## src/hw/cra_defines.svh

```systemverilog
`ifndef CRA_DEFINES_SVH
`define CRA_DEFINES_SVH

// Control store geometry
`define CRA_ADR_W        11
`define CRA_DEPTH        2048
`define CRA_WORD_W       20

// Return stack geometry
`define CRA_STACK_DEPTH  16
`define CRA_STACK_PTR_W  4

// Microword field positions
`define CRA_J_HI         19
`define CRA_J_LO         9
`define CRA_DISP_HI      8
`define CRA_DISP_LO      4
`define CRA_CALL_BIT     3
`define CRA_COND_HI      2
`define CRA_COND_LO      0

// DISP field codes
`define DISP_NONE        5'd0
`define DISP_DRAM        5'd1
`define DISP_DIAG        5'd2
`define DISP_RET         5'd3
`define DISP_NIB         5'd7
`define DISP_SKIP        5'd8

// Diagnostic slave geometry and register map
`define CRA_AXI_ADR_W    5
`define CRA_AXI_DATA_W   32
`define AXI_RESP_OKAY    2'b00
`define REG_DIAGADR      5'h00
`define REG_LOADADR      5'h04
`define REG_LOADDATA     5'h08
`define REG_CTRL         5'h0C
`define REG_STATUS       5'h10

`endif
```

## src/hw/craPkg.sv

```systemverilog
`include "cra_defines.svh"

package craPkg;

  //////////////////////////////////////////////////
  // Vector types

  // Microaddress, CRADR and every dispatch source
  typedef logic [`CRA_ADR_W-1:0] cramAdrT;

  // One control store word
  // J 19..9, DISP 8..4, CALL 3, COND 2..0
  typedef logic [`CRA_WORD_W-1:0] cramWordT;

  // DISP field alone
  typedef logic [`CRA_DISP_HI-`CRA_DISP_LO:0] dispT;

  // Skip condition select
  typedef logic [`CRA_COND_HI-`CRA_COND_LO:0] condSelT;

  // Return stack pointer, wraps at the stack depth
  typedef logic [`CRA_STACK_PTR_W-1:0] stackPtrT;

  //////////////////////////////////////////////////
  // Diagnostic slave channel machines

  // Write side waits in IDLE for AW and W together, then holds B
  typedef enum logic {WR_IDLE, WR_RESP} axiWrStateT;

  // Read side waits in IDLE for AR, then holds R
  typedef enum logic {RD_IDLE, RD_DATA} axiRdStateT;

endpackage

```

## src/hw/diagAxiLite.sv

```systemverilog
`include "cra_defines.svh"

module diagAxiLite (
  input  logic                       CLK,
  input  logic                       rst,
  // Write address and data
  input  logic [`CRA_AXI_ADR_W-1:0]  awaddr,
  input  logic                       awvalid,
  output logic                       awready,
  input  logic [`CRA_AXI_DATA_W-1:0] wdata,
  input  logic                       wvalid,
  output logic                       wready,
  // Write response
  output logic [1:0]                 bresp,
  output logic                       bvalid,
  input  logic                       bready,
  // Read address and data
  input  logic [`CRA_AXI_ADR_W-1:0]  araddr,
  input  logic                       arvalid,
  output logic                       arready,
  output logic [`CRA_AXI_DATA_W-1:0] rdata,
  output logic [1:0]                 rresp,
  output logic                       rvalid,
  input  logic                       rready,
  // Sequencer control
  output logic                       run,
  output craPkg::cramAdrT            diagAdr,
  // Store load port
  output logic                       cramWrEn,
  output craPkg::cramAdrT            cramWrAdr,
  output craPkg::cramWordT           cramWrData,
  // Status
  input  craPkg::cramAdrT            cradr,
  input  craPkg::stackPtrT           stackPtr,
  input  logic                       dispParity
);

  craPkg::axiWrStateT          wrState;
  craPkg::axiRdStateT          rdState;
  logic                        wrReady;
  logic                        wrFire;
  craPkg::cramAdrT             loadAdr;
  logic [`CRA_AXI_DATA_W-1:0]  rdMux;

  //////////////////////////////////////////////////
  // Write channels

  // AW and W are taken on the same edge
  assign awready = wrReady;
  assign wready  = wrReady;
  assign wrFire  = wrReady & awvalid & wvalid;
  assign bvalid  = (wrState == craPkg::WR_RESP);
  assign bresp   = `AXI_RESP_OKAY;

  always_ff @(posedge CLK) begin
    if (rst) begin
      wrState <= craPkg::WR_IDLE;
      wrReady <= 1'b0;
      run     <= 1'b0;
      diagAdr <= '0;
      loadAdr <= '0;
    end else begin
      case (wrState)
        craPkg::WR_IDLE: begin
          wrReady <= ~wrFire;
          if (wrFire) begin
            wrState <= craPkg::WR_RESP;
            case (awaddr)
              `REG_DIAGADR:  diagAdr <= wdata[`CRA_ADR_W-1:0];
              `REG_LOADADR:  loadAdr <= wdata[`CRA_ADR_W-1:0];
              // Store write happens on this edge, step to the next word
              `REG_LOADDATA: loadAdr <= loadAdr + 1'b1;
              `REG_CTRL:     run     <= wdata[0];
              default:       ;
            endcase
          end
        end
        // Hold B until the master takes it
        craPkg::WR_RESP: begin
          if (bready) begin
            wrState <= craPkg::WR_IDLE;
            wrReady <= 1'b1;
          end
        end
        default: wrState <= craPkg::WR_IDLE;
      endcase
    end
  end

  // Load data goes straight to the store at the load address
  assign cramWrEn   = wrFire && (awaddr == `REG_LOADDATA);
  assign cramWrAdr  = loadAdr;
  assign cramWrData = wdata[`CRA_WORD_W-1:0];

  //////////////////////////////////////////////////
  // Read channel

  // Status packs CRADR, pointer and parity
  always_comb begin
    rdMux = '0;
    case (araddr)
      `REG_DIAGADR: rdMux[`CRA_ADR_W-1:0] = diagAdr;
      `REG_LOADADR: rdMux[`CRA_ADR_W-1:0] = loadAdr;
      `REG_CTRL:    rdMux[0] = run;
      `REG_STATUS: begin
        rdMux[`CRA_ADR_W-1:0]        = cradr;
        rdMux[16 +: `CRA_STACK_PTR_W] = stackPtr;
        rdMux[24]                    = dispParity;
      end
      default:      rdMux = '0;
    endcase
  end

  assign rvalid = (rdState == craPkg::RD_DATA);
  assign rresp  = `AXI_RESP_OKAY;

  always_ff @(posedge CLK) begin
    if (rst) begin
      rdState <= craPkg::RD_IDLE;
      arready <= 1'b0;
      rdata   <= '0;
    end else if (rdState == craPkg::RD_IDLE) begin
      arready <= 1'b1;
      if (arready && arvalid) begin
        arready <= 1'b0;
        rdata   <= rdMux;
        rdState <= craPkg::RD_DATA;
      end
    end else if (rready) begin
      // R taken, ready for the next address
      rdState <= craPkg::RD_IDLE;
      arready <= 1'b1;
    end
  end

endmodule

```

## config.mk

```make
export PLATFORM = sky130hd
export DESIGN_NAME = diagAxiLite
export DESIGN_NICKNAME = d
export VERILOG_FILES = /design/src/hw/craPkg.sv /design/src/hw/diagAxiLite.sv
export VERILOG_INCLUDE_DIRS = /design/src /design/src/hw
export SDC_FILE = /design/constraint.sdc
export NUM_CORES = 1
export LEC_CHECK = 0
export CAP_MARGIN = 10
export CORE_ASPECT_RATIO = 0.9
export CORE_MARGIN = 2
export CORE_UTILIZATION = 50
export CTS_CLUSTER_DIAMETER = 120
export CTS_CLUSTER_SIZE = 25
export DETAILED_ROUTE_END_ITERATION = 10
export DONT_BUFFER_PORTS = 1
export GPL_ROUTABILITY_DRIVEN = 0
export GPL_TIMING_DRIVEN = 1
export PLACE_DENSITY_LB_ADDON = 0.05
export SYNTH_ARGS = -nofsm -noshare
export SYNTH_HDL_FRONTEND = slang
export SYNTH_SLANG_ARGS = --single-unit
```

## constraint.sdc

```tcl
create_clock -name CLK -period 1.9 [get_ports CLK]
set_input_delay 0.38 -clock CLK [delete_from_list [all_inputs] [get_ports CLK]]
set_output_delay 0.38 -clock CLK [all_outputs]
set_load 0.1 [all_outputs]
```

Yosys cells after proc, flatten, opt, wreduce, memory -nomap -nowiden
Index checks and enable logic that the tools add are counted.
{"block": "word_totals", "out_inout_bits": 85, "ff_bits": 43, "word_cells": 47, "in_bits": 65}
{"block": "classes", "n_reduce_logical": 9, "bitwise": 5, "mux": 16, "n_eq_ne": 8, "n_addsub": 1}
{"op": "one-hot mux 10 bit (3 select lines)", "n": 1}
{"op": "one-hot mux 11 bit (2 select lines)", "n": 1}
{"op": "equality test 5 x 4 -> 1 bit, second input constant", "n": 3}
{"op": "adder 11 x 1 -> 11 bit, second input constant", "n": 1}
{"op": "equality test 5 x 3 -> 1 bit, second input constant", "n": 2}
{"op": "logical NOT 5 bit", "n": 2}
{"op": "two-way mux 1 bit", "n": 10}
{"op": "AND reduction 3 bit", "n": 3}
{"op": "equality test 5 bit, second input constant", "n": 1}
{"op": "two-way mux 4 bit", "n": 1}
{"op": "!= test 2 bit, second input constant", "n": 2}
{"op": "one-hot mux 1 bit (2 select lines)", "n": 2}
{"op": "one-hot mux 1 bit (4 select lines)", "n": 1}
{"op": "inverter 1 bit", "n": 3}
{"op": "AND 1 bit", "n": 2}
{"op": "logical AND 1 bit", "n": 2}
{"op": "AND reduction 2 bit", "n": 1}
{"op": "nonzero test 2 bit", "n": 1}

Depth between registers and ports, before layout
{"block": "logic_depth", "depth_word": 4, "mapped_depth": 6, "mapped_depth_nobuf": 5}

Worst setup path after synthesis
Ideal clock, no wire load.
{"block": "synth_path", "path_kind": "in2out", "from": "input awaddr[1]", "to": "output cramWrEn", "required_ns": 1.520, "arrival_ns": 2.423, "path_stages": 4, "n_path_buf": 1, "slack_ns": -0.903, "path_cell_list": "or3_4 > or2_4 > buf_6 > nor2_1"}
{"block": "synth_via", "elab_chain_cells": 2}
{"item": "start, declared", "line": "diagAxiLite.sv:7", "text": "input logic [`CRA_AXI_ADR_W-1:0] awaddr,"}
{"item": "equality test 5 x 4 -> 1 bit"}
{"item": "logical AND 1 bit", "line": "diagAxiLite.sv:91", "text": "assign cramWrEn = wrFire && (awaddr == `REG_LOADDATA);"}
{"item": "end, declared", "line": "diagAxiLite.sv:29", "text": "output logic cramWrEn,"}
No other way between the ends.

Final worst setup path
{"block": "layout_path", "from": "register wrReady, in the netlist awready", "to": "output cramWrEn"}
{"block": "layout_via", "elab_chain_cells": 3}
{"item": "start, declared", "line": "diagAxiLite.sv:40", "text": "logic wrReady;"}
{"item": "start signal, assigned", "line": "diagAxiLite.sv:65", "text": "wrReady <= ~wrFire;"}
{"item": "AND 1 bit (2 in a row)", "line": "diagAxiLite.sv:51", "text": "assign wrFire = wrReady & awvalid & wvalid;"}
{"item": "logical AND 1 bit", "line": "diagAxiLite.sv:91"}
No other way between the ends.

==> metrics <==
drt first pass iters=6; Seq/Total Area, Yosys=36.8%; CTS Buf Count=5; clock sink total=43; Max Freq=0.555 GHz; most frequent cells in the layout=55 x buf_4, 32 x dfxtp_1, 24 x nand2_1; Synth warnings=0; CTS Hold Bufs=0; Clock Tree Buf Depth=2; core area=4490 sq um; leakage=1.12 nW; Core Rows=23; status=complete, no violations; # IOs=150; Int Power=1.38 mW; cell taking the most area after synthesis=dfxtp_1; Comb pwr share=17.3%; Ant. Diodes=0; crit-path max FO=3; final net count=370; Least-Margin Pin Slew=0.687 ns; part of the power in registers=45.6%; fraction of layout cells with a size suffix above 1=26.6%; NetSw=625 uW; commonest non-fill, non-tap cell in the layout=buf_4; area share of the largest cell type after synthesis=36.8%; post-synthesis sequential element count=43; Crit. End Element=output pin; DRT Wirelength=6.06 mm; grt ovf=0; initial core utilization=52.1%; Max Slew Vio Count=0; synth top area cells=dfxtp_1 37%, buf_4 13%, mux2i_1 6.0%; critical path launch point type=flop; worst-skew pair later-pin latency=0.30 ns; via count=2061; Post-CTS Setup Bufs=0; area delta synth->final=14.3%; Max-slew headroom=54.1%; vias in the first global route=1792; initial antenna violation count=0; Buffers on Ports=0; Die ar.=5250 sq um; CP required=1.52 ns; DP Cell Count=359; CTS root buffer=clkbuf_8; R2R cell count=5; Tightest Hold Check Type=in -> reg; Layout Skew=0.00398 ns; Initial DRC Count=144; R2R Setup Slk=0.27 ns; Multi-input gate area=1140 sq um; syn avg cell area=8.39 sq um; Post-Synthesis Cells=279; Hold Path Origin=rst; DRC Markers=0; crit path DAT=1.42 ns; crit path time final=1.80 ns; capturing point of the worst reg2reg path=cramWrAdr[9]$_SDFFE_PP0P_; Clk pwr share=37.1%; FF/Latch Area=875 sq um; crit path kind=reg -> out; maximum vdd ir drop=0.336 mV; number of routed nets with antenna violations=0; hpwl dp=4.41 mm; # fillers=425; Cells on Worst Hold Path=1; maxcap violations=0; Reg-to-Reg Start=cramWrAdr[5]$_SDFFE_PP0P_; die height=68.9 microns; Setup-failing EPs final=0; hold endpoint=rvalid$_SDFF_PP0_; post-synth cell types=40; Layout Cells excl Fill=367; Final Cycle Share=94.9%; gr usage total=22.5%; htree depth=2; wire per inst=16.5 microns; die width=76.1 microns; PD cells=750 nW/um^2; CTS tree=yes; Avg Vias per Cell=5.62; RSZ-0062 raised after global routing=false; final hold viol count=0; TNS Setup=0 ns; Net Sw Frac=31.2%; Clock transition at path regs=0.08 ns; first-pass GRT wire length=9.31 mm; mapped cell area=2340 sq um; CTS resizes=0; largest net degree at the start of global routing=35
metrics by stage:
| stage | hold WS [ns] | total power [mW] | utilization (%) | worst slack, ns | cell area (sq um) |
|---|---|---|---|---|---|
| 2_1_floorplan | 0.524 | 1.49 | - | -0.129 | 2430 |
| 5_1_grt | 0.128 | 2.07 | 59.6 | 0.0498 | 2680 |
| 3_5_place_dp | 0.442 | 1.28 | 57.0 | 0.198 | 2560 |
| 3_3_place_gp | 0.434 | 1.28 | 57.0 | 0.203 | 2560 |
| 4_1_cts | 0.132 | 2.02 | 59.6 | 0.0828 | 2680 |
| 6_report | 0.133 | 2.01 | 59.6 | 0.0969 | 2680 |
cell type report:
type                       instances  share of cell area (%)
clock buffer                       6                    3.09
tap                               62                    2.90
inverter                           8                    1.12
sequential                        43                    32.7
clock inverter                     2                    1.31
multi-input combinational        190                    42.7
timing repair buffer              56                    16.2
per-layer routing:
metal  routed length [microns]  part of all wire (%)  GRT usage [%]  vias to the layer above
met5                         0                     0              0                        -
met4                        48                  0.79           7.73                        0
met3                       551                   9.1           5.60                        8
met2                      2660                    44           34.4                      111
met1                      2800                    46           31.5                      940
li1                          -                     -              -                     1002
state kept, by name, indices dropped and copies added (netlist names):
name,flops
cramWrAdr,11
rdata,16
arready,1
bvalid,1
diagAdr,11
awready,1
run,1
rvalid,1
worst max-delay path, stage by stage (launching register included):
cell and delay, ns:
dfxtp_2 0.34, buf_4 0.30, nand3_1 0.17, nor2_4 0.13, buf_12 0.18
power groups by stage:
stage	sequential (mW)	clock, mW	combinational [mW]
floorplan	1.00	0	0.489
global placement	0.936	0	0.344
detailed placement	0.936	0	0.346
CTS	0.915	0.762	0.346
global route	0.917	0.796	0.359
finish	0.915	0.745	0.347
cell usage after synthesis (all sizes together):
library cell  count
nand3            14
buf              45
o21a              1
or3b              1
nor4              4
o21ai            18
nor2             18
ha                1
o31a              6
nand4             3
and3              2
nand2            24
xor2              1
and4b             1
or2               2
nor3b             1
inv               8
nand3b            1
mux2i            14
dfxtp            43
nand2b            3
and3b             1
or4               1
or3               2
nor3              6
nor4b             1
o32ai             8
a21oi            22
a32oi             1
and4              2
a311oi            1
conb              1
clkbuf           12
a222oi           10
how the worst max path moves through the flow:
stage               end                  from  slack, ns  depth (start not counted)
4_1_cts        cramWrEn  awready$_SDFFE_PP0P_       0.08                          4
3_3_place_gp   cramWrEn             awaddr[1]       0.20                          4
3_5_place_dp   cramWrEn             awaddr[1]       0.20                          4
6_report       cramWrEn  awready$_SDFFE_PP0P_        0.1                          4
2_1_floorplan  cramWrEn             awaddr[1]      -0.13                          4
5_1_grt        cramWrEn  awready$_SDFFE_PP0P_       0.05                          4
cells by family (layout without fill, tap and decap cells):
group,after synthesis,in the layout,synth area share [%]
muxes,14,14,5.99
AOI/OAI and AO/OA,67,67,19.1
xor gates and xnor gates,1,1,0.374
adders and majority gates,1,1,0.534
and+or+nand+nor,87,87,19.3
buffers and inverters,65,72,17.7
other,1,20,0.160
DFF,43,43,36.8
No activity file was read; power rests on OpenSTA's default activity.
