===== src/hw/cra_defines.svh =====
`ifndef CRA_DEFINES_SVH
`define CRA_DEFINES_SVH

// Control store geometry
`define CRA_ADR_W        11
`define CRA_DEPTH        2048
`define CRA_WORD_W       20

// Return stack geometry
`define CRA_STACK_DEPTH  16
`define CRA_STACK_PTR_W  4

// Microword field positions
`define CRA_J_HI         19
`define CRA_J_LO         9
`define CRA_DISP_HI      8
`define CRA_DISP_LO      4
`define CRA_CALL_BIT     3
`define CRA_COND_HI      2
`define CRA_COND_LO      0

// DISP field codes
`define DISP_NONE        5'd0
`define DISP_DRAM        5'd1
`define DISP_DIAG        5'd2
`define DISP_RET         5'd3
`define DISP_NIB         5'd7
`define DISP_SKIP        5'd8

// Diagnostic slave geometry and register map
`define CRA_AXI_ADR_W    5
`define CRA_AXI_DATA_W   32
`define AXI_RESP_OKAY    2'b00
`define REG_DIAGADR      5'h00
`define REG_LOADADR      5'h04
`define REG_LOADDATA     5'h08
`define REG_CTRL         5'h0C
`define REG_STATUS       5'h10

`endif

===== src/hw/craPkg.sv =====
`include "cra_defines.svh"

package craPkg;

  //////////////////////////////////////////////////
  // Vector types

  // Microaddress, CRADR and every dispatch source
  typedef logic [`CRA_ADR_W-1:0] cramAdrT;

  // One control store word
  // J 19..9, DISP 8..4, CALL 3, COND 2..0
  typedef logic [`CRA_WORD_W-1:0] cramWordT;

  // DISP field alone
  typedef logic [`CRA_DISP_HI-`CRA_DISP_LO:0] dispT;

  // Skip condition select
  typedef logic [`CRA_COND_HI-`CRA_COND_LO:0] condSelT;

  // Return stack pointer, wraps at the stack depth
  typedef logic [`CRA_STACK_PTR_W-1:0] stackPtrT;

  //////////////////////////////////////////////////
  // Diagnostic slave channel machines

  // Write side waits in IDLE for AW and W together, then holds B
  typedef enum logic {WR_IDLE, WR_RESP} axiWrStateT;

  // Read side waits in IDLE for AR, then holds R
  typedef enum logic {RD_IDLE, RD_DATA} axiRdStateT;

endpackage


===== src/hw/craAddress.sv =====
`include "cra_defines.svh"

module craAddress (
  input  logic              CLK,
  input  logic              rst,
  input  logic              run,
  input  logic              force1777,
  // Current microword
  input  craPkg::cramWordT  word,
  // Dispatch sources
  input  craPkg::cramAdrT   dramJ,
  input  craPkg::cramAdrT   diagAdr,
  input  logic [3:0]        dispNibble,
  input  logic [7:0]        condIn,
  // To the store read port
  output craPkg::cramAdrT   nextAdr,
  output craPkg::cramAdrT   cradr,
  output craPkg::stackPtrT  stackPtr,
  output logic              dispParity
);

  craPkg::cramAdrT jField;
  craPkg::cramAdrT dispatch;
  craPkg::cramAdrT sbrRet;
  craPkg::dispT    disp;
  logic            isRet;
  logic            isCall;

  assign jField = word[`CRA_J_HI:`CRA_J_LO];
  assign disp   = word[`CRA_DISP_HI:`CRA_DISP_LO];

  // DISP and COND decoding
  dispatchMux uMux (
    .word       (word),
    .dramJ      (dramJ),
    .diagAdr    (diagAdr),
    .sbrRet     (sbrRet),
    .dispNibble (dispNibble),
    .condIn     (condIn),
    .dispatch   (dispatch),
    .isRet      (isRet),
    .isCall     (isCall)
  );

  // Call saves CRADR, force 1777 resets the pointer
  sbrStack uStack (
    .CLK     (CLK),     .rst (rst),
    .step    (run),     .clear (force1777),
    .push    (isCall),  .pop (isRet),
    .pushAdr (cradr),   .sbrRet (sbrRet),
    .ptr     (stackPtr)
  );

  //////////////////////////////////////////////////
  // Next address

  // Wired OR of J, dispatch and the force
  assign nextAdr = jField | dispatch | {`CRA_ADR_W{force1777}};

  always_ff @(posedge CLK) begin
    if (rst) begin
      cradr <= '0;
    end else if (run) begin
      cradr <= nextAdr;
    end
  end

  // Parity over CALL and DISP, for diagnostics
  assign dispParity = ^{word[`CRA_CALL_BIT], disp};

endmodule


===== src/hw/sbrStack.sv =====
`include "cra_defines.svh"

module sbrStack (
  input  logic              CLK,
  input  logic              rst,
  // Sequencer step, the stack moves only on these cycles
  input  logic              step,
  // Force 1777 resets the pointer
  input  logic              clear,
  input  logic              push,
  input  logic              pop,
  // Address saved by a call
  input  craPkg::cramAdrT   pushAdr,
  // Top entry, read without a clock
  output craPkg::cramAdrT   sbrRet,
  output craPkg::stackPtrT  ptr
);

  // Return address storage
  craPkg::cramAdrT  stackMem [`CRA_STACK_DEPTH];

  // Pointer after a push, also the write slot
  craPkg::stackPtrT ptrInc;
  craPkg::stackPtrT ptrDec;

  assign ptrInc = ptr + 1'b1;
  assign ptrDec = ptr - 1'b1;

  //////////////////////////////////////////////////
  // Pointer

  // Binary up/down counter, wraps modulo the depth
  // Clear beats push and pop
  always_ff @(posedge CLK) begin
    if (rst) begin
      ptr <= '0;
    end else if (step) begin
      if (clear) begin
        ptr <= '0;
      end else if (push) begin
        ptr <= ptrInc;
      end else if (pop) begin
        // Entry was read this cycle, drop it now
        ptr <= ptrDec;
      end
    end
  end

  //////////////////////////////////////////////////
  // Storage

  // Push writes at the new pointer
  // deeper than 16 overwrites the oldest entry
  always_ff @(posedge CLK) begin
    if (step && !clear && push) begin
      stackMem[ptrInc] <= pushAdr;
    end
  end

  // Return address is the entry under the pointer
  assign sbrRet = stackMem[ptr];

endmodule


===== src/hw/dispatchMux.sv =====
`include "cra_defines.svh"

module dispatchMux (
  input  craPkg::cramWordT word,
  // Dispatch sources
  input  craPkg::cramAdrT  dramJ,
  input  craPkg::cramAdrT  diagAdr,
  input  craPkg::cramAdrT  sbrRet,
  input  logic [3:0]       dispNibble,
  input  logic [7:0]       condIn,
  // Contribution ORed into the next address
  output craPkg::cramAdrT  dispatch,
  // Stack strobes
  output logic             isRet,
  output logic             isCall
);

  craPkg::dispT    disp;
  craPkg::condSelT cond;
  logic            callBit;
  logic            skipBit;

  //////////////////////////////////////////////////
  // Microword fields

  assign disp    = word[`CRA_DISP_HI:`CRA_DISP_LO];
  assign cond    = word[`CRA_COND_HI:`CRA_COND_LO];
  assign callBit = word[`CRA_CALL_BIT];

  // Single skip multiplexer, eight conditions
  assign skipBit = condIn[cond];

  //////////////////////////////////////////////////
  // Dispatch select

  always_comb begin
    case (disp)
      // No dispatch, J alone
      `DISP_NONE: dispatch = '0;
      // Instruction decode jump
      `DISP_DRAM: dispatch = dramJ;
      // Address set over the diagnostic slave
      `DISP_DIAG: dispatch = diagAdr;
      // Subroutine return
      `DISP_RET:  dispatch = sbrRet;
      // 16-way branch on the low bits
      `DISP_NIB:  dispatch = {{(`CRA_ADR_W-4){1'b0}}, dispNibble};
      // 2-way skip into bit 0
      `DISP_SKIP: dispatch = {{(`CRA_ADR_W-1){1'b0}}, skipBit};
      // Unused codes contribute nothing
      default:    dispatch = '0;
    endcase
  end

  //////////////////////////////////////////////////
  // Stack strobes

  // Return pops
  assign isRet = (disp == `DISP_RET);

  // A return wins over CALL in the same word
  assign isCall = callBit & ~isRet;

endmodule


===== config.mk =====
export PLATFORM = sky130hd
export DESIGN_NAME = craAddress
export DESIGN_NICKNAME = d
export VERILOG_FILES = /design/src/hw/craPkg.sv /design/src/hw/craAddress.sv /design/src/hw/sbrStack.sv /design/src/hw/dispatchMux.sv
export VERILOG_INCLUDE_DIRS = /design/src /design/src/hw
export SDC_FILE = /design/constraint.sdc
export NUM_CORES = 1
export LEC_CHECK = 0
export ABC_AREA = 0
export CORE_ASPECT_RATIO = 1.1
export CORE_MARGIN = 2
export CORE_UTILIZATION = 40
export CTS_BUF_LIST = sky130_fd_sc_hd__clkbuf_4 sky130_fd_sc_hd__clkbuf_8
export CTS_CLUSTER_SIZE = 24
export DETAILED_ROUTE_END_ITERATION = 6
export DONT_BUFFER_PORTS = 1
export PLACE_DENSITY = 0.64
export SYNTH_ARGS = -nofsm -noshare
export SYNTH_HDL_FRONTEND = slang
export SYNTH_SLANG_ARGS = --single-unit

===== constraint.sdc =====
create_clock -name CLK -period 2.2 [get_ports CLK]
set_input_delay 0.44 -clock CLK [delete_from_list [all_inputs] [get_ports CLK]]
set_output_delay 0.44 -clock CLK [all_outputs]
set_load 0.02 [all_outputs]

* After elaboration in Yosys (flattened, before gate mapping)
Memories as Yosys holds them, arrays and structs flattened. A register that Yosys moved wholly into a read port is not among the register bits.
Cells that the tools add are included.
** Cells by class
- Equal/unequal tests :: 5
- $add $sub $neg :: 2
- Reduce and logical (&&, ||, !) cells :: 6
- Muxes and demuxes :: 10
- Bitwise operators :: 4
- Order comparisons :: 1
** Operators by type and width (number)
- $pmux W11 S5 :: 1
- $or A11 B11 Y11 :: 2
- $mux W4 :: 5
- $eq A5 B2 Y1 const B :: 2
- $reduce_xor A6 Y1 :: 1
- $eq A5 B1 Y1 const B :: 1
- $eq A5 B3 Y1 const B :: 1
- $eq A5 B4 Y1 const B :: 1
- $add A4 B1 Y4 const B :: 1
- $lt A3 B4 Y1 const B :: 1
- $sub A4 B1 Y4 const B :: 1
- $bmux W1 S3 :: 1
- $mux W1 :: 3
- $reduce_bool A3 Y1 :: 1
- $logic_and A1 B1 Y1 :: 2
- $reduce_and A2 Y1 :: 1
- $and A1 B1 Y1 :: 1
- $logic_not A1 Y1 :: 1
- $not A1 Y1 :: 1
** Storage, ports and cells
- Bits in writable memories :: 176
- Register bits after elaboration :: 15
- Logic and storage cells :: 31
- Output and inout bits :: 27
- Bits of input ports :: 58
- Memories :: 1
** Memories
- uStack.stackMem :: words 16, bits a word 11, read ports 1, clocked after memory_dff 1, wr ports 1, RTL line sbrStack.sv:20 : craPkg::cramAdrT stackMem [`CRA_STACK_DEPTH];

* Logic depth before layout (Yosys ltp)
Gate-level depths: netlist of run 1.
- Depth after elaboration :: 7
- Gate-level depth with buffers :: 8
- Depth with buffers taken out :: 7

* Modules after synthesis
From an unflattened synthesis of run 1, not the netlist that was laid out.
** Second synthesis, totals
- Cell total of the unflattened synthesis :: 457
- Area, all modules :: 8115.3 um^2
** Modules (own cells, without submodules)
- sbrStack :: cells each 351, area an instance 7265.7 um^2, times used 1, seq. area each 5445.2 um^2
- craAddress :: cells each 63, area an instance 520.5 um^2, times used 1, seq. area each 220.2 um^2
- dispatchMux :: cells each 43, area an instance 329.1 um^2, times used 1, seq. area each 0.0 um^2

* Least setup slack after synthesis of run 1
Ideal clock, no wire load.
- Path type :: input port to output port
- Start point :: input port word[6]
- End point :: output port nextAdr[3]
- Buffers on the path :: 1
- Stages on the path :: 7
- Data arrival time :: 1.847 ns
- Data required time :: 1.760 ns
- Setup slack :: -0.087 ns
- Cell sequence :: inv_1 -> ha_1 -> and3b_1 -> buf_2 -> a211o_1 -> a2111oi_1 -> nand2_1
** Between the ends
- Cells in the longest elaborated chain, start to end :: 4
- Elaborated cells between the ends (all ways) :: 8
- Those cells by class :: 5 x eq/ne; 1 x mux; 2 x bitwise
** RTL lines
- from (decl) :: RTL line craAddress.sv:9 : input craPkg::cramWordT word,
- $eq A5 B4 Y1 (tied with other cells) :: RTL line dispatchMux.sv:37 : case (disp)
- $pmux W11 S5 (*) :: RTL line dispatchMux.sv:37
- $or A11 B11 Y11 (*) (2 in a row) :: RTL line craAddress.sv:58 : assign nextAdr = jField | dispatch | {`CRA_ADR_W{force1777}};
- to (decl) :: RTL line craAddress.sv:16 : output craPkg::cramAdrT nextAdr,
Mark *: on every way between the ends. The rest lies on a longest branch, timed or not.

==> results of run 1 <==
where the power goes:
| part | total (mW) | switching [mW] | internal (mW) |
|---|---|---|---|
| clock network | 2.25 | 1.39 | 0.857 |
| registers | 4.19 | 0.103 | 4.09 |
| logic | 0.500 | 0.243 | 0.257 |
path summary, 6_finish.rpt:
kind	from	end	cells past startpoint
setup / recovery	flop	nextAdr[3]	7
hold reg to reg	uStack.ptr[0]	flop	2
hold / removal	rst	cradr[7]	1
setup reg to reg	flop	cradr[4]	12
per-layer routing:
layer | vias to the layer above | share of wire [%] | GRT usage (%)
met5 | - | 0.064 | 0
met4 | 2 | 1.3 | 5.62
met3 | 19 | 6.3 | 4.18
met2 | 170 | 52 | 33.1
met1 | 2639 | 41 | 22.1
li1 | 2337 | - | -
registers in the layout, indices dropped and copies added, names as in the netlist, named ones only:
signal / flops
cradr: 11
uStack.ptr: 4
uStack.stackMem: 176
final cells by class:
class | instances | area [um2] | share of cell area, %
multi-input cells | 307 | 2910 | 27.9
inverters | 8 | 30.0 | 0.288
clock inverters | 15 | 160 | 1.54
repair buffers | 112 | 1110 | 10.6
flip-flops and latches | 195 | 5670 | 54.4
clock buffers | 17 | 234 | 2.24
well taps | 256 | 320 | 3.07
synth_stat cells (2+ instances only):
master | instances | area, um2
sky130_fd_sc_hd__a2111oi_0 | 2 | 17.5
sky130_fd_sc_hd__a2111oi_1 | 4 | 40.0
sky130_fd_sc_hd__a211o_1 | 8 | 70.1
sky130_fd_sc_hd__a211oi_1 | 12 | 90.1
sky130_fd_sc_hd__a21oi_1 | 12 | 60.1
sky130_fd_sc_hd__a22o_1 | 2 | 17.5
sky130_fd_sc_hd__a22oi_1 | 28 | 210
sky130_fd_sc_hd__a311oi_1 | 9 | 78.8
sky130_fd_sc_hd__a31oi_1 | 12 | 75.1
sky130_fd_sc_hd__and2_1 | 2 | 12.5
sky130_fd_sc_hd__and2b_1 | 5 | 37.5
sky130_fd_sc_hd__and3_1 | 3 | 18.8
sky130_fd_sc_hd__and3b_1 | 2 | 17.5
sky130_fd_sc_hd__buf_12 | 2 | 40.0
sky130_fd_sc_hd__buf_2 | 2 | 10.0
sky130_fd_sc_hd__buf_6 | 6 | 67.6
sky130_fd_sc_hd__buf_8 | 2 | 30.0
sky130_fd_sc_hd__clkbuf_1 | 16 | 60.1
sky130_fd_sc_hd__dfxtp_1 | 19 | 380
sky130_fd_sc_hd__edfxtp_1 | 176 | 5290
sky130_fd_sc_hd__ha_1 | 12 | 150
sky130_fd_sc_hd__inv_1 | 8 | 30.0
sky130_fd_sc_hd__mux2_2 | 15 | 169
sky130_fd_sc_hd__mux2i_1 | 68 | 681
sky130_fd_sc_hd__mux4_2 | 2 | 45.0
sky130_fd_sc_hd__nand2_1 | 25 | 93.8
sky130_fd_sc_hd__nand2b_1 | 2 | 12.5
sky130_fd_sc_hd__nand3_1 | 9 | 45.0
sky130_fd_sc_hd__nand3b_1 | 2 | 15.0
sky130_fd_sc_hd__nor2_1 | 32 | 120
sky130_fd_sc_hd__nor2b_1 | 4 | 25.0
sky130_fd_sc_hd__nor3_1 | 9 | 45.0
sky130_fd_sc_hd__o21ai_0 | 2 | 10.0
sky130_fd_sc_hd__o22ai_1 | 8 | 50.1
sky130_fd_sc_hd__xnor2_1 | 2 | 17.5
sky130_fd_sc_hd__xor2_1 | 2 | 17.5
kinds of logic (layout without fill, tap and decap cells):
family | after synthesis | after routing | share of synthesized area [%]
compound gates | 106 | 106 | 9.50
xor+xnor | 4 | 4 | 0.424
fa+ha+maj | 12 | 12 | 1.82
buf+inv | 37 | 152 | 2.94
flops | 195 | 195 | 68.6
mux | 86 | 86 | 11.0
simple gates | 99 | 99 | 5.76
through the flow:
step                      setup WS (ns)  cell area, um2  instances  total power, mW
final                            -0.492           10400        910             6.94
after global routing             -0.607           10400        910             7.15
after CTS                        -0.449           10100        895             6.93
after detailed placement         -0.423            9050        847             4.63
after global placement           -0.369            9050        847             4.62
after floorplan                 0.00114            8260        539             4.51
worst max-delay path, stage by stage, from the launching register on:
cell	delay [ns]
sky130_fd_sc_hd__dfxtp_4	0.38
sky130_fd_sc_hd__buf_4	0.18
sky130_fd_sc_hd__and2b_1	0.20
sky130_fd_sc_hd__a211oi_2	0.26
sky130_fd_sc_hd__a2111oi_4	0.13
sky130_fd_sc_hd__a2111oi_4	0.36
sky130_fd_sc_hd__nand2_1	0.10
sky130_fd_sc_hd__buf_4	0.16
repair_timing:
item / in CTS / in global routing
setup buffers: 13 / 19
gates cloned: 5 / 1
setup endpoints to repair: 11 / 11
gates resized for setup: 84 / 53
endpoints found under the hold margin: 0 / 4
hold buffers: 0 / 2
pin swaps: 33 / 34
==> run_results.csv, run 1 <==
group,metric,value,unit
drt,average_wire_length_per_cell_after_detail_routing,22.3,um
timing,post-route-period-util,122,%
timing,setup_tns,-4.17,ns
drt,drc,0,
timing,final.setup.worst_slack,-0.492,ns
worst_hold_path,hold_path_class,"in -> reg",
clock_network,number_of_buffers_created_by_cts,17,
drt,ant_nets,0,
global_routing,grt_start_max_net_pins,28,
clock_network,cts_root_buf,"sky130_fd_sc_hd__clkbuf_8",
worst_setup_path,worst-endpoint-arrival,2.25,ns
timing,whs,0.0290,ns
synth,syn-num-nets,609,
clock_network,clock_tree_from_tritoncts,"done",
layout,layout_commonest_cell,"sky130_fd_sc_hd__edfxtp_1",
power,pwr_density_cell,665,nW/um2
synth,avgSynthCellArea,15.3,um2
global_routing,globalRouteOverflowTotal,0,
drt,drtIter0Drc,426,
clock_network,cts.reportedPaths.clkPinSlew,0.10,ns
power,leakage_power_of_the_design,3.40,nW
outcome,failed_checks,"setup timing",
layout,areaGrowthSynthToFinish,26.3,%
layout,nNetsFinal,711,
outcome,run_status,"finished with violations",
placed_design,place.gp.congestion,0.776,
layout,mostFrequentLayoutCells,"176 x sky130_fd_sc_hd__edfxtp_1, 86 x sky130_fd_sc_hd__buf_4, 56 x sky130_fd_sc_hd__mux2i_1, 31 x sky130_fd_sc_hd__nor2_1",
clock_network,sink_count_of_the_clock_tree,195,
layout,fill_count,1606,
drt,detail_route.vias_per_cell,5.68,
clock_network,htreeDepth,4,
timing,worst_case_headroom_to_the_max_slew_limit,42.7,%
floorplanning,core-area,20400,um2
worst_setup_path,setup.worst_path.start_class,"flop",
worst_setup_path,timing.critical_path.required,1.76,ns
timing,max_clock_freq,371,MHz
synth,proportion_of_register_bits_with_asynchronous_set_or_reset_after_synthesis,0,%
synth,netlist_area,8260,um2
timing,number_of_failing_hold_endpoints_at_the_final_stage,0,
timing,finalClockSkew,0.00777,ns
synth,ys_ff_latch,195,
floorplanning,pin_count,85,
timing,finalMaxSlewViolations,0,
job,timing.max_cap.violations,0,
global_routing,grt_antenna_before_repair,1,
layout,share_of_final_layout_standard_cells_stronger_than_drive_strength_1,37.2,%
drt,num_vias,5167,
worst_setup_path,critical_path_peak_fanout,7,
drt,drt-total-wl,20300,um
worst_setup_path,worstSetupPathType,"reg -> out",
worst_setup_path,critPathCaptureType,"primary output",
clock_network,cts-root-to-sink-buffers,2,
global_routing,global_route_wire_length_before_repair,30000,um
layout,layout.core_utilization,51.0,%
floorplanning,die-area,21800,um2
global_routing,first_global_vias,5385,
floorplanning,dieHeight,155,um
timing,layout_min_cycle_time,2.69,ns
drt,first_pass_iters,5,
synth,yosys_most_used_dff,"sky130_fd_sc_hd__edfxtp_1",
floorplanning,die-width,141,um
synth,netlist-cell-type-count,49,
synth,proportion_of_synthesized_chip_area_in_sequential_cells,68.6,%
synth,synthesis.instances,539,
synth,synth-warning-count,0,
layout,ant_diodes,0,
timing,setup_repair_after_global_routing_missed_its_margin,"yes",
power,worst_ir_drop_vdd,376,uV
worst_setup_path,timing.reg2reg.setup_slack,-0.01,ns
placed_design,portBuffers,0,
timing,timing.final.setup_violations,12,
floorplanning,floorplan.initialDensity,40.4,%
global_routing,grt_util_all_layers,18.4,%
placed_design,post-dp-hpwl,12900,um
timing,tightestPinTransition,0.858,ns
synth,synth_enable_flop_cells,176,
clock_network,clk_latency,0.48,ns
floorplanning,core.rowCount,55,
Power figures use the tool's default switching activity.
==> run 2, diff against run 1 <==
--- a/config.mk
+++ b/config.mk
@@ -15,6 +15,7 @@
 export DETAILED_ROUTE_END_ITERATION = 6
 export DONT_BUFFER_PORTS = 1
 export PLACE_DENSITY = 0.64
+export SKIP_LAST_GASP = 1
 export SYNTH_ARGS = -nofsm -noshare
 export SYNTH_HDL_FRONTEND = slang
 export SYNTH_SLANG_ARGS = --single-unit
==> run_results.csv, run 2 (synthesis gave the netlist of run 1 again) <==
group,metric,value,unit
outcome,run_status,"finished with violations",
outcome,failed_checks,"setup timing",
timing,finalMaxSlewViolations,0,
worst_setup_path,critical_path_buf_inv_count,2,
worst_setup_path,worst-endpoint-arrival,2.25,ns
timing,tightestPinTransition,0.866,ns
timing,layout_min_cycle_time,2.69,ns
power,pwr-share-seq,60.4,%
floorplanning,core-area,20400,um2
worst_setup_path,worst_path_largest_cell_delay,0.38,ns
layout,share_of_final_layout_standard_cells_stronger_than_drive_strength_1,37.0,%
power,netSwitchingFraction,25.1,%
placed_design,dp_cells,847,
placed_design,portBuffers,0,
worst_hold_path,min_delay_path_depth,1,
power,power.clock.fraction,32.5,%
worst_setup_path,kind_of_cell_adding_the_most_delay_to_the_critical_path,"compound AO/OA/AOI/OAI gates",
placed_design,place.gp.congestion,0.776,
floorplanning,dieHeight,155,um
drt,first_pass_iters,5,
drt,drtIter0Drc,475,
power,p_comb_share,7.2,%
global_routing,first_global_vias,5385,
placed_design,post-dp-hpwl,12900,um
clock_network,cts.reportedPaths.clkPinSlew,0.10,ns
layout,largest_register_ffs,176,
layout,seq_area,5670,um2
timing,number_of_failing_hold_endpoints_at_the_final_stage,0,
worst_setup_path,setup.worst_path.start_class,"flop",
layout,layout_top_registers,"uStack.stackMem (176), cradr (11), uStack.ptr (4)",
power,worst_ir_drop_vdd,382,uV
power,pwr_density_cell,666,nW/um2
worst_setup_path,path_cells,"buf_4, and2b_1, a211oi_2, a2111oi_4, a2111oi_4, nand2_1, buf_4",
layout,combined_area_of_the_multi_input_logic_cells,2900,um2
worst_setup_path,critical_path_destination,"nextAdr[3]",
worst_setup_path,cp_num_cells,7,
clock_network,sink_count_of_the_clock_tree,195,
timing,finalClockSkew,0.00948,ns
layout,layout.core_utilization,51.0,%
layout,fill_count,1611,
drt,average_wire_length_per_cell_after_detail_routing,22.3,um
floorplanning,floorplan.initialDensity,40.4,%
worst_setup_path,slowest_stage,"sky130_fd_sc_hd__dfxtp_4",
power,intPower,5.20,mW
power,power.switching,1.74,mW
global_routing,grt_start_max_net_pins,28,
layout,max_flop_register,"uStack.stackMem",
placed_design,dpl_worst_slack,-0.423,ns
worst_setup_path,critical_path_peak_fanout,7,
clock_network,cts-root-to-sink-buffers,2,
job,timing.max_cap.violations,0,
global_routing,grt_antenna_before_repair,2,
layout,mostFrequentLayoutCells,"176 x sky130_fd_sc_hd__edfxtp_1, 86 x sky130_fd_sc_hd__buf_4, 56 x sky130_fd_sc_hd__mux2i_1, 31 x sky130_fd_sc_hd__nor2_1",
worst_setup_path,critPathCaptureType,"primary output",
floorplanning,pin_count,85,
layout,layout_commonest_cell,"sky130_fd_sc_hd__edfxtp_1",
floorplanning,die-area,21800,um2
worst_hold_path,hold_path_class,"in -> reg",
global_routing,gr-max-usage-layer,"met2",
global_routing,grtUsageMet3,4.18,%
clock_network,clock_tree_from_tritoncts,"done",
clock_network,cts_root_buf,"sky130_fd_sc_hd__clkbuf_8",
layout,areaGrowthSynthToFinish,26.2,%
clock_network,number_of_buffers_created_by_cts,17,
layout,nNetsFinal,711,
worst_setup_path,timing.critical_path.required,1.76,ns
global_routing,globalRouteOverflowTotal,0,
worst_setup_path,reg2regPathDepth,12,
power,leakage_power_of_the_design,3.40,nW
layout,finalNonFillerCells,910,
timing,setup_repair_after_global_routing_missed_its_margin,"yes",
floorplanning,die-width,141,um
timing,worst_case_headroom_to_the_max_slew_limit,42.2,%
global_routing,grt_use_met1,22.1,%
drt,drc,0,
floorplanning,core.rowCount,55,
timing,max_clock_freq,372,MHz
global_routing,global_route_wire_length_before_repair,30000,um
worst_setup_path,worstSetupPathType,"reg -> out",
timing,setup_tns,-4.28,ns
global_routing,grt_util_met2,33.1,%
timing,timing.final.setup_violations,12,
global_routing,grt_util_all_layers,18.4,%
timing,final.setup.worst_slack,-0.489,ns
clock_network,htreeDepth,4,
clock_network,clk_latency,0.48,ns
timing,post-route-period-util,122,%
drt,drt-total-wl,20300,um
layout,ant_diodes,0,
drt,num_vias,5170,
drt,ant_nets,0,
drt,detail_route.vias_per_cell,5.68,
worst_setup_path,timing.reg2reg.setup_slack,-0.11,ns
worst_setup_path,worstReg2RegEnd,"cradr[4]",
==> run 2: cell counts in the layout (fill, tap and decap cells not counted) <==
No cell type changed its count.
==> run 2: cell type report <==
| type | count | area share [%] |
|---|---|---|
| clock buffers | 17 | 2.24 |
| clock inverters | 15 | 1.54 |
| inverters | 8 | 0.288 |
| multi-input cells | 307 | 27.8 |
| flip-flops and latches | 195 | 54.4 |
| well taps | 256 | 3.07 |
| repair buffers | 112 | 10.6 |
==> run 2: worst min path at each step <==
| stage | startpoint | endpoint | slack, ns |
|---|---|---|---|
| after global routing | rst | cradr[4] | -0.001 |
| after floorplan | rst | cradr[10] | 0.51 |
| final | rst | cradr[7] | 0.02 |
| after global placement | rst | cradr[2] | 0.52 |
| after CTS | rst | cradr[3] | 0.002 |
| after detailed placement | rst | cradr[2] | 0.52 |
==> run 2: per-layer routing <==
metal / up-vias / share of wire (%)
met1: 2641 / 40
met2: 166 / 52
met5: - / 0.064
li1: 2339 / -
met4: 2 / 1.3
met3: 22 / 6.2
==> run 2: through the flow <==
step / hold slack, ns / power (mW) / area [um2]
6_report: 0.0206 / 6.94 / 10400
2_1_floorplan: 0.512 / 4.51 / 8260
3_3_place_gp: 0.516 / 4.62 / 9050
4_1_cts: 0.00211 / 6.93 / 10100
3_5_place_dp: 0.517 / 4.63 / 9050
5_1_grt: -0.00124 / 7.15 / 10400
==> run 2: worst register-to-register path: cells and delay by family, from the launching register on <==
| family | cells | cell delay, ns |
|---|---|---|
| multiplexers | 1 | 0.11 |
| buffers and inverters | 8 | 1.07 |
| AO/OA/AOI/OAI | 3 | 0.66 |
| flip-flops | 1 | 0.37 |
==> run 2: power groups by stage <==
stage                     clock [mW]  sequential (mW)  combinational [mW]
after floorplan                    0             4.24               0.272
after CTS                       2.28             4.19               0.453
after global routing            2.42             4.20               0.528
after detailed placement           0             4.28               0.352
after global placement             0             4.28               0.342
final                           2.25             4.19               0.498
==> run 2: timing repair <==
action                     in CTS  in global routing
pin swaps                      33                 31
hold endpoints to repair        0                  3
setup endpoints to repair      11                 11
gates resized for setup        84                 52
cloned                          5                  1
hold buffers                    0                  2
setup buffers                  13                 19
